`config.mk`:
```
export PLATFORM = sky130hd
export DESIGN_NAME = spi_reg_bridge
export DESIGN_NICKNAME = d
export VERILOG_FILES = /design/src/verilog/spi_bridge_pkg.sv /design/src/verilog/addr_counter.sv /design/src/verilog/reg_bank.sv /design/src/verilog/spi_reg_bridge.sv /design/src/verilog/spi_target.sv /design/src/verilog/xfer_fsm.sv
export SDC_FILE = /design/constraint.sdc
export NUM_CORES = 1
export LEC_CHECK = 0
export BUFFER_PORTS_ARGS = -buffer_cell sky130_fd_sc_hd__buf_2
export CELL_PAD_IN_SITES_DETAIL_PLACEMENT = 1
export CELL_PAD_IN_SITES_GLOBAL_PLACEMENT = 2
export CORE_MARGIN = 8
export CORE_UTILIZATION = 31
export CTS_CLUSTER_DIAMETER = 60
export CTS_CLUSTER_SIZE = 20
export DETAILED_ROUTE_END_ITERATION = 10
export GPL_TIMING_DRIVEN = 0
export HOLD_SLACK_MARGIN = 0.06
export PLACE_DENSITY = 0.54
export SLEW_MARGIN = 5
export SYNTH_ARGS = -nofsm -noshare
export SYNTH_HDL_FRONTEND = slang
export SYNTH_SLANG_ARGS = --single-unit
```
`constraint.sdc`:
```
create_clock -name clk -period 7.3 [get_ports clk]
set_clock_uncertainty 0.15 [all_clocks]
set_input_delay 1.46 -clock clk [delete_from_list [all_inputs] [get_ports clk]]
set_output_delay 1.46 -clock clk [all_outputs]
set_load 0.02 [all_outputs]
```
`src/verilog/spi_bridge_pkg.sv`:
```
// SPI register bridge constants
`default_nettype none

package spi_bridge_pkg;

    // byte and register sizes
    localparam int DATA_W    = 8;                   // SPI byte and register width
    localparam int ADDR_W    = 4;                   // register address width
    localparam int REG_COUNT = 16;                  // registers in the bank

    // header byte layout, bits 6..4 are don't care
    localparam int HDR_WRITE_BIT = 7;               // 1 = write burst, 0 = read burst

    // CIPO filler while no read data is due
    localparam logic [DATA_W-1:0] IDLE_TX_BYTE = 8'h00;

endpackage

`default_nettype wire

```
`src/verilog/addr_counter.sv`:
```
// Transaction address counter
`default_nettype none

module addr_counter (
    input  logic                              clk,
    input  logic                              reset_i,
    input  logic                              load_i,       // header byte decoded
    input  logic [spi_bridge_pkg::ADDR_W-1:0] load_addr_i,  // start address from header
    input  logic                              step_addr_i,  // next register
    input  logic                              step_byte_i,  // byte boundary passed
    output logic [spi_bridge_pkg::ADDR_W-1:0] addr_o,
    output logic [1:0]                        byte_index_o  // 3 = past turnaround
);
    import spi_bridge_pkg::*;

    always_ff @(posedge clk) begin
        if (reset_i) begin
            addr_o       <= '0;
            byte_index_o <= 2'd0;
        end else if (load_i) begin
            addr_o       <= load_addr_i;
            byte_index_o <= 2'd1;                  // header done
        end else begin
            if (step_addr_i) begin
                addr_o <= addr_o + 1'b1;           // wraps mod 16
            end
            if (step_byte_i && byte_index_o != 2'd3) begin
                byte_index_o <= byte_index_o + 2'd1; // saturate
            end
        end
    end

endmodule

`default_nettype wire

```
`src/verilog/reg_bank.sv`:
```
// Wishbone register bank
`default_nettype none

module reg_bank (
    input  logic                              clk,
    input  logic                              reset_i,
    input  logic                              wb_cyc_i,
    input  logic                              wb_stb_i,
    input  logic                              wb_we_i,
    input  logic [spi_bridge_pkg::ADDR_W-1:0] wb_adr_i,
    input  logic [spi_bridge_pkg::DATA_W-1:0] wb_dat_i,
    output logic                              wb_ack_o,   // one clock per access
    output logic [spi_bridge_pkg::DATA_W-1:0] wb_dat_o    // valid with ack
);
    import spi_bridge_pkg::*;

    logic [DATA_W-1:0] regs_q [REG_COUNT];
    logic              access;                 // new request this clock

    // ack low gates off the second clock of the same request
    assign access = wb_cyc_i & wb_stb_i & ~wb_ack_o;

    always_ff @(posedge clk) begin
        if (reset_i) begin
            wb_ack_o <= 1'b0;
            for (int i = 0; i < REG_COUNT; i++) begin
                regs_q[i] <= '0;
            end
        end else begin
            wb_ack_o <= access;
            if (access && wb_we_i) begin
                regs_q[wb_adr_i] <= wb_dat_i;  // stored on the ack edge
            end
        end
    end

    // read port, old value on writes is ignored by the master
    always_ff @(posedge clk) begin
        if (access) begin
            wb_dat_o <= regs_q[wb_adr_i];
        end
    end

endmodule

`default_nettype wire

```
`src/verilog/spi_reg_bridge.sv`:
```
// SPI to register bridge top
`default_nettype none

module spi_reg_bridge (
    input  logic clk,
    input  logic reset_i,
    input  logic spi_sck_i,   // mode 0 clock
    input  logic spi_copi_i,
    input  logic spi_cs_i,    // active low
    output logic spi_cipo_o
);
    import spi_bridge_pkg::*;

    // byte layer to sequencer
    logic              cs_active;
    logic              receive_strobe;
    logic [DATA_W-1:0] receive_byte;
    logic              transmit_strobe;
    logic [DATA_W-1:0] transmit_byte;

    // sequencer to counter
    logic              load;
    logic [ADDR_W-1:0] load_addr;
    logic              step_addr;
    logic              step_byte;
    logic [ADDR_W-1:0] addr;
    logic [1:0]        byte_index;

    // internal wishbone
    logic              wb_cyc;
    logic              wb_stb;
    logic              wb_we;
    logic [ADDR_W-1:0] wb_adr;
    logic [DATA_W-1:0] wb_dat_w;
    logic [DATA_W-1:0] wb_dat_r;
    logic              wb_ack;

    spi_target u_target (
        .clk(clk), .reset_i(reset_i),
        .spi_sck_i(spi_sck_i), .spi_copi_i(spi_copi_i), .spi_cipo_o(spi_cipo_o),
        .spi_cs_i(spi_cs_i), .cs_active_o(cs_active),
        .receive_strobe_o(receive_strobe), .receive_byte_o(receive_byte),
        .transmit_strobe_o(transmit_strobe), .transmit_byte_i(transmit_byte)
    );

    xfer_fsm u_fsm (
        .clk(clk), .reset_i(reset_i), .cs_active_i(cs_active),
        .receive_strobe_i(receive_strobe), .receive_byte_i(receive_byte),
        .transmit_strobe_i(transmit_strobe), .transmit_byte_o(transmit_byte),
        .load_o(load), .load_addr_o(load_addr), .step_addr_o(step_addr),
        .step_byte_o(step_byte), .addr_i(addr), .byte_index_i(byte_index),
        .wb_cyc_o(wb_cyc), .wb_stb_o(wb_stb), .wb_we_o(wb_we), .wb_adr_o(wb_adr),
        .wb_dat_o(wb_dat_w), .wb_dat_i(wb_dat_r), .wb_ack_i(wb_ack)
    );

    addr_counter u_addr (
        .clk(clk), .reset_i(reset_i), .load_i(load), .load_addr_i(load_addr),
        .step_addr_i(step_addr), .step_byte_i(step_byte),
        .addr_o(addr), .byte_index_o(byte_index)
    );

    reg_bank u_regs (
        .clk(clk), .reset_i(reset_i), .wb_cyc_i(wb_cyc), .wb_stb_i(wb_stb),
        .wb_we_i(wb_we), .wb_adr_i(wb_adr), .wb_dat_i(wb_dat_w),
        .wb_ack_o(wb_ack), .wb_dat_o(wb_dat_r)
    );

endmodule

`default_nettype wire

```
`src/verilog/spi_target.sv`:
```
// SPI mode 0 byte shifter
`default_nettype none

module spi_target (
    input  logic                              clk,               // system clock, ~4x SCK
    input  logic                              reset_i,           // sync reset
    input  logic                              spi_sck_i,         // SPI clock pin
    input  logic                              spi_copi_i,        // data from initiator
    output logic                              spi_cipo_o,        // data to initiator
    input  logic                              spi_cs_i,          // chip select, active low
    output logic                              cs_active_o,       // synchronized select level
    output logic                              receive_strobe_o,  // one clock per received byte
    output logic [spi_bridge_pkg::DATA_W-1:0] receive_byte_o,    // last byte from initiator
    output logic                              transmit_strobe_o, // transmit_byte_i was taken
    input  logic [spi_bridge_pkg::DATA_W-1:0] transmit_byte_i    // next byte to shift out
);
    import spi_bridge_pkg::*;

    logic [1:0]                cs_sync;   // [0] is the settled level
    logic [1:0]                copi_sync; // [0] is the settled level
    logic [2:0]                sck_sync;  // [1] settled, [0] previous for edge detect
    logic                      sck_rise;
    logic                      sck_fall;
    logic                      cs_n;      // synchronized CS, still active low
    logic [DATA_W-1:0]         shift_q;   // shared in/out shifter
    logic [DATA_W-1:0]         shift_in;  // shifter with next COPI bit appended
    logic [$clog2(DATA_W)-1:0] bit_cnt;   // bit position inside the byte

    assign sck_rise    = sck_sync[1] & ~sck_sync[0];
    assign sck_fall    = ~sck_sync[1] & sck_sync[0];
    assign cs_n        = cs_sync[0];
    assign cs_active_o = ~cs_n;
    assign shift_in    = {shift_q[DATA_W-2:0], copi_sync[0]};
    assign spi_cipo_o  = shift_q[DATA_W-1];       // msb first

    always_ff @(posedge clk) begin
        if (reset_i) begin
            cs_sync           <= 2'b11;           // deselected
            copi_sync         <= 2'b00;
            sck_sync          <= 3'b000;
            shift_q           <= '0;
            bit_cnt           <= '0;
            receive_strobe_o  <= 1'b0;
            transmit_strobe_o <= 1'b0;
        end else begin
            // pins enter at the top and shift down
            cs_sync   <= {spi_cs_i, cs_sync[1]};
            copi_sync <= {spi_copi_i, copi_sync[1]};
            sck_sync  <= {spi_sck_i, sck_sync[2:1]};

            receive_strobe_o  <= 1'b0;
            transmit_strobe_o <= 1'b0;

            if (cs_n) begin                       // idle, keep reloading
                shift_q           <= transmit_byte_i;
                transmit_strobe_o <= 1'b1;
                bit_cnt           <= '0;
            end else if (sck_rise) begin          // mode 0 samples on rise
                shift_q          <= shift_in;
                receive_strobe_o <= &bit_cnt;     // 8th bit done
            end else if (sck_fall) begin
                bit_cnt <= bit_cnt + 1'b1;        // wraps at byte end
                if (&bit_cnt) begin               // byte boundary
                    shift_q           <= transmit_byte_i;
                    transmit_strobe_o <= 1'b1;
                end
            end
        end
    end

    // received byte, only updated at the 8th rise
    always_ff @(posedge clk) begin
        if (!cs_n && sck_rise && (&bit_cnt)) begin
            receive_byte_o <= shift_in;
        end
    end

endmodule

`default_nettype wire

```
`src/verilog/xfer_fsm.sv`:
```
// SPI transaction sequencer
`default_nettype none

module xfer_fsm (
    input  logic                              clk,
    input  logic                              reset_i,
    input  logic                              cs_active_i,      // synchronized select
    input  logic                              receive_strobe_i, // byte received
    input  logic [spi_bridge_pkg::DATA_W-1:0] receive_byte_i,
    input  logic                              transmit_strobe_i, // transmit byte consumed
    output logic [spi_bridge_pkg::DATA_W-1:0] transmit_byte_o,
    output logic                              load_o,           // header seen
    output logic [spi_bridge_pkg::ADDR_W-1:0] load_addr_o,      // start address
    output logic                              step_addr_o,
    output logic                              step_byte_o,
    input  logic [spi_bridge_pkg::ADDR_W-1:0] addr_i,           // current register
    input  logic [1:0]                        byte_index_i,     // 1 = turnaround pending
    output logic                              wb_cyc_o,
    output logic                              wb_stb_o,
    output logic                              wb_we_o,
    output logic [spi_bridge_pkg::ADDR_W-1:0] wb_adr_o,
    output logic [spi_bridge_pkg::DATA_W-1:0] wb_dat_o,
    input  logic [spi_bridge_pkg::DATA_W-1:0] wb_dat_i,
    input  logic                              wb_ack_i
);
    import spi_bridge_pkg::*;

    typedef enum logic [2:0] {
        IDLE, HEADER, WRITE_DATA, READ_WAIT, READ_STREAM, BUS
    } state_t;

    state_t            state_q;
    state_t            state_d;
    logic              rd_mode_q;  // read transaction in progress
    logic              we_q;       // direction of current bus cycle
    logic              start_wr;   // write byte arrived
    logic [DATA_W-1:0] wdata_q;    // byte being written
    logic [DATA_W-1:0] hold_q;     // next byte for CIPO

    assign load_addr_o = receive_byte_i[ADDR_W-1:0];   // bits 6..4 dropped
    assign wb_cyc_o    = (state_q == BUS);             // cyc and stb move together
    assign wb_stb_o    = (state_q == BUS);
    assign wb_we_o     = we_q;
    assign wb_adr_o    = addr_i;                       // counter holds still during BUS
    assign wb_dat_o    = wdata_q;
    assign step_byte_o = cs_active_i & transmit_strobe_i;

    // hold reg goes out once the turnaround byte is under way
    assign transmit_byte_o = (rd_mode_q && byte_index_i != 2'd1) ? hold_q : IDLE_TX_BYTE;

    always_comb begin
        state_d     = state_q;
        load_o      = 1'b0;
        step_addr_o = 1'b0;
        start_wr    = 1'b0;
        case (state_q)
            IDLE: begin
                if (cs_active_i) state_d = HEADER;
            end
            HEADER: begin
                if (!cs_active_i) begin
                    state_d = IDLE;
                end else if (receive_strobe_i) begin
                    load_o  = 1'b1;
                    state_d = receive_byte_i[HDR_WRITE_BIT] ? WRITE_DATA : BUS; // read fetches
                end
            end
            WRITE_DATA: begin
                if (!cs_active_i) begin
                    state_d = IDLE;
                end else if (receive_strobe_i) begin
                    start_wr = 1'b1;
                    state_d  = BUS;
                end
            end
            READ_WAIT: begin                           // wait out turnaround byte
                if (!cs_active_i) state_d = IDLE;
                else if (byte_index_i != 2'd1) state_d = READ_STREAM;
            end
            READ_STREAM: begin
                if (!cs_active_i) begin
                    state_d = IDLE;
                end else if (transmit_strobe_i) begin  // hold_q taken, fetch next
                    step_addr_o = 1'b1;
                    state_d     = BUS;
                end
            end
            BUS: begin
                if (wb_ack_i) begin
                    step_addr_o = we_q;                // writes advance after the store
                    if (!cs_active_i) state_d = IDLE;
                    else if (we_q) state_d = WRITE_DATA;
                    else if (byte_index_i == 2'd1) state_d = READ_WAIT;
                    else state_d = READ_STREAM;
                end
            end
            default: state_d = IDLE;
        endcase
    end

    always_ff @(posedge clk) begin
        if (reset_i) begin
            state_q   <= IDLE;
            rd_mode_q <= 1'b0;
            we_q      <= 1'b0;
        end else begin
            state_q <= state_d;
            if (state_q == IDLE) rd_mode_q <= 1'b0;
            else if (load_o) rd_mode_q <= ~receive_byte_i[HDR_WRITE_BIT];
            if (state_q != BUS) we_q <= start_wr;      // frozen for the whole access
        end
    end

    always_ff @(posedge clk) begin
        if (start_wr) wdata_q <= receive_byte_i;
        if (state_q == BUS && wb_ack_i && !we_q) hold_q <= wb_dat_i;  // read data with ack
    end

endmodule

`default_nettype wire
```
==> summary.md, run 1 <==
| Metric | Value |
|---|---|
| Congestion Overflow GR | 0 |
| Pwr dens | 228 nW/um^2 |
| Max Clk Rate | 0.293 GHz |
| Final net count | 619 |
| Distinct cells, synth | 52 |
| Switching pwr | 0.501 mW |
| P&R area growth vs syn | 12.9% |
| Hold_sp | u_target.cs_sync[1] |
| Rel. slew slack | 0.250 |
| Final TNS setup | 0 ps |
| Synth area leaders | edfxtp_1 (56%), and2_1 (9.5%), mux4_1 (8.5%), dfxtp_1 (7.4%), mux4_2 (3.1%) |
| Post-CTS Setup Repair Bufs | 0 |
| Vias | 4,830 |
| Footprint of the multi-input gates | 2960 sq um |
| Buffers on Ports | 4 |
| Die span in y | 183 microns |
| Synth Area per Inst | 15.1 sq um |
| Placer congestion estimate | 0.755 |
| Antenna cells | 0 |
| TritonCTS clock tree | built |
| Largest net degree at the start of global routing | 18 |
| Largest family of logic cells by synthesized area | simple AND/OR/NAND/NOR gates |
| Clock transition at path regs | 70 ps |
| Critical path type | in -> reg |
| Die width | 183 microns |
| Hold path depth | 1 |
| Fin. Hold Viols | 0 |
| WP data required | 7260 ps |
| Synth top cells by count | edfxtp_1 (160), and2_1 (131), dfxtp_1 (32), nor2_1 (32), mux4_1 (28) |
| Async set or reset register ratio after synthesis | 0 |
| Mapped Area | 8610 sq um |
| Dominant cell type by area after synthesis | edfxtp_1 |
| Hold path endpoint | u_target.cs_sync[0] |
| RSZ-0062 raised after global routing | false |
| Prevailing post-synth register cell | edfxtp_1 |
| Status | finished, final reports clean |
| Comb pwr share | 0.037 |
| Clock power frac | 0.412 |
| MaxCap Viol Count | 0 |
| CP arrival | 3370 ps |
| Clock sink count | 192 |
| Vias per std cell | 4.86 |
| DRC Markers | 0 |
| Total wire length | 23.3 mm |
| Initial core utilization | 0.313 |
| Die Area | 33,400 sq um |
| Worst IR Drop VDD | 0.000139 V |
| Switching Share | 0.226 |
| Startpoint Class | primary input |
| HP Class | reg -> reg |
| First-pass GRT wire length | 35.0 mm |
| FP Rows | 61 |
| Syn Nets | 589 |
| Number of global-route vias before repair | 5,236 |
| Leakage power | 3.46 nW |
| Post-detail-place hpwl | 16.2 mm |
| Clock Tree Buf Depth | 2 |
| Cts hold-fix bufs | 0 |
| Pint | 1.71 mW |
| Antenna violations before repair | 0 |
| Total clock buffers created by CTS | 17 |
| Core Footprint | 27,600 sq um |
| Root Buffer | clkbuf_16 |
| Synth warn | 0 |
| Total power | 2.21 mW |
| IO Pins | 6 |
| Synth Area in XOR/XNOR | 0.00305 |
| Sequential power share | 0.551 |
| Compound-Gate Fraction of Synth Area | 0.0484 |
| DRT Pass-1 Iters | 4 |
| Post_cts resized | 0 |
| Crit path max fanout | 10 |
| Share of post-route cells with drive strength above 1 | 0.132 |
| Crit. End Element | flip-flop |
| Number of synthesized flops with an enable pin | 160 |
| Synth top area share | 0.558 |
| Post-synthesis mux area share | 0.124 |
| FF-to-FF End | u_regs.regs_q[0][0] |
| Final Core Density | 0.353 |
| Synth Area in Simple Gates | 0.151 |
| Reg2Reg Setup Slack | 4150 ps |
| Antenna Nets Post-Route | 0 |
| Crit path time final | 3410 ps |
| Count of pins over their slew limit | 0 |
| Flops & latches, synth | 192 |
| Drt initial violations | 293 |
| DR WL/cell | 23.5 microns |
| Setup Viol. Count Final | 0 |
| Crit Reg-Reg Startpoint | u_addr.addr_o[1] |
| Cells after Synth | 572 |
| Post-synthesis adder-cell area fraction | 0.0174 |
| Register area | 5450 sq um |
| Fill cell count | 2,856 |
| Clock latency on the worst-skew pair | 440 ps |
| Fin crit share | 0.467 |
| H-tree levels | 4 |
| GRT Util Overall | 0.145 |
| Seq/Total Area, Yosys | 0.632 |
| R2r worst-path depth | 7 |
| Slew @ Worst Pin | 1120 ps |
| Dominant cell by count in the synthesized netlist | edfxtp_1 |
per-layer routing:
layer / part of all wire / vias to the layer above / track usage
li1: - / 2225 / -
met1: 0.46 / 2533 / 0.186
met2: 0.50 / 57 / 0.245
met3: 0.023 / 15 / 0.0282
met4: 0.017 / 0 / 0.0433
met5: 0 / - / 0
layout make-up:
type	count	share of cell area
buffer	34	0.0180
clock buffer	19	0.0477
clock inverter	13	0.0100
inverter	9	0.00347
multi-input combinational	337	0.305
sequential	192	0.560
tap	378	0.0486
timing repair buffer	11	0.00746
registers in the layout (all words and copies together) (netlist names), 3 cells and up:
| register | flops |
|---|---|
| u_regs.regs_q | 128 |
| u_target.shift_q | 8 |
| u_target.bit_cnt | 3 |
| u_fsm.state_q | 3 |
| u_target.sck_sync | 3 |
| u_target.receive_byte_o | 8 |
| u_fsm.hold_q | 8 |
| u_addr.addr_o | 4 |
| u_regs.wb_dat_o | 8 |
| u_fsm.wb_dat_o | 8 |
power groups by stage:
stage / Clock [mW] / Combinational (mW) / Sequential (mW)
6_report: 0.912 / 0.0824 / 1.22
5_1_grt: 0.971 / 0.0915 / 1.22
4_1_cts: 0.936 / 0.0852 / 1.22
3_5_place_dp: 0 / 0.0846 / 1.25
3_3_place_gp: 0 / 0.0800 / 1.24
2_1_floorplan: 0 / 0.0534 / 1.24
stage by stage:
stage | setup slack (ps) | hold WS, ps | cells | area (sq um)
after floorplan | 4060 | 239 | 572 | 8610
after global placement | 3060 | 244 | 954 | 9100
after detailed placement | 3400 | 250 | 961 | 9160
after CTS | 3870 | 268 | 993 | 9720
after global routing | 3760 | 276 | 993 | 9720
final | 3890 | 264 | 993 | 9720
cell families after synthesis:
| family | Yosys count |
|---|---|
| buffers and inverters | 43 |
| flip-flops | 192 |
| multiplexers | 46 |
| XOR/XNOR | 3 |
| AND/OR/NAND/NOR | 217 |
| AO/OA/AOI/OAI | 59 |
| adder cells (fa/ha/maj) | 12 |
critical path: stages:
cell and delay [ps]:
clkbuf_1 220, nor2_1 290, nand3_1 400, nor3_2 620, or2_2 370
placed cells by master (no fill, tap or decap), types with 6 or more instances in the layout:
master,count
edfxtp_1,160
and2_1,131
nor2_1,32
dfxtp_1,32
mux4_1,28
clkbuf_1,21
clkbuf_16,18
buf_2,12
mux4_2,12
o21ai_1,12
ha_1,12
inv_1,10
a211oi_1,10
a22oi_1,9
nor2b_1,8
buf_4,7
or2_2,6
nand2_1,6
nor3_1,6
worst max-delay path by stage:
stage                                      end  slack [ps]  startpoint  depth (start not counted)
final                      u_regs.regs_q[3][0]        3890     reset_i                          5
after global routing       u_regs.regs_q[0][0]        3760     reset_i                          5
after CTS                  u_regs.regs_q[3][0]        3870     reset_i                          5
after detailed placement   u_regs.regs_q[3][1]        3400     reset_i                          5
after global placement    u_regs.regs_q[11][7]        3060     reset_i                          4
after floorplan           u_regs.regs_q[10][0]        4060     reset_i                          4
Power figures use the tool's default switching activity.
==> inputs of run 2 (changes only) <==
PLACE_DENSITY = 0.56   (was 0.54)
clock period = 3.1 ns   (was 7.3 ns; I/O delays follow)
==> summary.md, run 2 (synthesis results as in run 1) <==
| Metric | Value |
|---|---|
| Clock sink count | 192 (unchanged) |
| WHS | 224 ps (-39.8 ps) |
| CP arrival | 2990 ps (-380 ps) |
| DR WL/cell | 23.1 microns (-1.7%) |
| Post-detail-place hpwl | 16.0 mm (-1.7%) |
| Number of global-route vias before repair | 5,200 (-0.69%) |
| FP Rows | 61 (unchanged) |
| Worst IR Drop VDD | 0.000459 V (+230%) |
| Final net count | 625 (+0.97%) |
| H-tree levels | 4 (unchanged) |
| Die span in y | 183 microns (unchanged) |
| Initial core utilization | 0.313 (unchanged) |
| Clock Tree Buf Depth | 2 (unchanged) |
| Antenna Nets Post-Route | 0 (unchanged) |
| DRT Pass-1 Iters | 4 (unchanged) |
| Crit. End Element | flip-flop |
| TritonCTS clock tree | built |
| CP Buf/Inv Count | 3 (+2) |
| Final instance area | 9820 sq um (+0.97%) |
| Die Area | 33,400 sq um (unchanged) |
| Buffers on Ports | 4 (unchanged) |
| Crit-path slowest cell | nor2_1 |
| RSZ-0062 raised after global routing | false |
| Core Footprint | 27,600 sq um (unchanged) |
| Drt initial violations | 295 (+0.68%) |
| Crit Reg-Reg Startpoint | u_addr.addr_o[1] |
| Most frequent cells in the layout | edfxtp_1 (160), and2_1 (131), nor2_1 (32), dfxtp_1 (32), mux4_1 (28) |
| Count of pins over their slew limit | 0 (unchanged) |
| CP Cell Sequence | clkbuf_1, clkbuf_2, inv_1, ha_1, nand3_1, nor2_1, and2_1 |
| Hold_sp | spi_cs_i |
| Max reg flops | 128 (unchanged) |
| Clock transition at path regs | 70 ps (about the same) |
| Leakage power | 3.51 nW (+1.5%) |
| Hold path depth | 2 (+1) |
| Placer congestion estimate | 0.756 (+0.15%) |
| Most flops, register | u_regs.regs_q |
| First-pass GRT wire length | 34.3 mm (-1.9%) |
| Clock latency on the worst-skew pair | 440 ps (about the same) |
| Most common cell after layout, fill and taps aside | edfxtp_1 |
| Share of post-route cells with drive strength above 1 | 0.142 (+0.0100) |
| Vias | 4,897 (+1.4%) |
| Startpoint Class | flip-flop |
| Total wire length | 23.1 mm (-1.1%) |
| Setup Viol. Count Final | 0 (unchanged) |
| MaxCap Viol Count | 0 (unchanged) |
| IO Pins | 6 (unchanged) |
| Reg2Reg Setup Slack | 250 ps (-3900 ps) |
| Vias per std cell | 4.90 (+0.78%) |
| Die width | 183 microns (unchanged) |
| WP data required | 3240 ps (-4020 ps) |
| GRT Util Overall | 0.143 (-0.00226) |
| Critical Path Start | u_addr.addr_o[1] |
| R2r worst-path depth | 7 (unchanged) |
| HP Class | in -> reg |
| Antenna cells | 0 (unchanged) |
| DRC Markers | 0 (unchanged) |
| Pwr dens | 538 nW/um^2 (+140%) |
| DP Area | 9200 sq um (+0.41%) |
| Crit path time final | 2850 ps |
| Largest net degree at the start of global routing | 18 (unchanged) |
| Max Clk Rate | 0.351 GHz |
| Slowest stage delay, CP | 720 ps (+100 ps) |
| Status | finished, final reports clean |
| Total clock buffers created by CTS | 17 (unchanged) |
| Root Buffer | clkbuf_16 |
| Rel. slew slack | 0.208 (-0.0417) |
| Crit path max fanout | 10 (unchanged) |
| Slew @ Worst Pin | 1180 ps (+62.0 ps) |
| Fin. Hold Viols | 0 (unchanged) |
| Fin crit share | 0.918 |
| Worst path depth | 7 (+2) |
| CP delay by family, top | simple AND/OR/NAND/NOR gates |
| P&R area growth vs syn | 14.0% |
| Critical path type | reg -> reg |
| Final Core Density | 0.356 (+0.00341) |
| Congestion Overflow GR | 0 (unchanged) |
| Antenna violations before repair | 0 (unchanged) |
## run 2: cell types whose count changed in the layout (fill, tap and decap cells not counted), sizes merged
cell	change
buf	+6
clkbuf	+4
inv	-4
## run 2: area by class of cell
cell class | instances | area (sq um)
multi-input combinational | 337 | 2980
sequential | 192 | 5450
clock buffer | 23 | 534
fill | 2812 | 17700
tap | 378 | 473
buffer | 34 | 176
clock inverter | 9 | 62.6
timing repair buffer | 17 | 118
inverter | 9 | 33.8
## run 2: final timing paths
check | to
worst max-delay path | u_regs.regs_q[12][5]
worst min-delay path | u_target.cs_sync[1]
worst max register to register | u_regs.regs_q[12][5]
worst min register to register | u_fsm.hold_q[6]
## run 2: power breakdown
group	switching [mW]	internal, mW
clock network	0.986	1.23
registers	0.0196	2.85
logic	0.128	0.0732
total	1.13	4.15
## run 2: stage by stage
step | cells | worst slack, ps | setup TNS [ps] | power, mW
global placement | 954 | -405 | -29020 | 3.11
global route | 999 | 103 | 0 | 5.45
detailed placement | 966 | -86.2 | -1130 | 3.13
CTS | 998 | 97.6 | 0 | 5.34
floorplan | 572 | 698 | 0 | 3.04
finish | 999 | 253 | 0 | 5.29
## run 2: metal layers
| layer | GRT usage | vias up | routed length [microns] |
|---|---|---|---|
| met3 | 0.0334 | 34 | 965 |
| met4 | 0.0584 | 0 | 665 |
| met2 | 0.233 | 105 | 11100 |
| met1 | 0.180 | 2533 | 10300 |
| met5 | 0 | - | 0 |
| li1 | - | 2225 | - |
## run 2: timing repair
action,in CTS,in global routing
pin swaps,0,1
buffers inserted,0,1
resized for setup,2,1
setup endpoints to repair,33,2
hold buffers,0,0
cloned,0,0
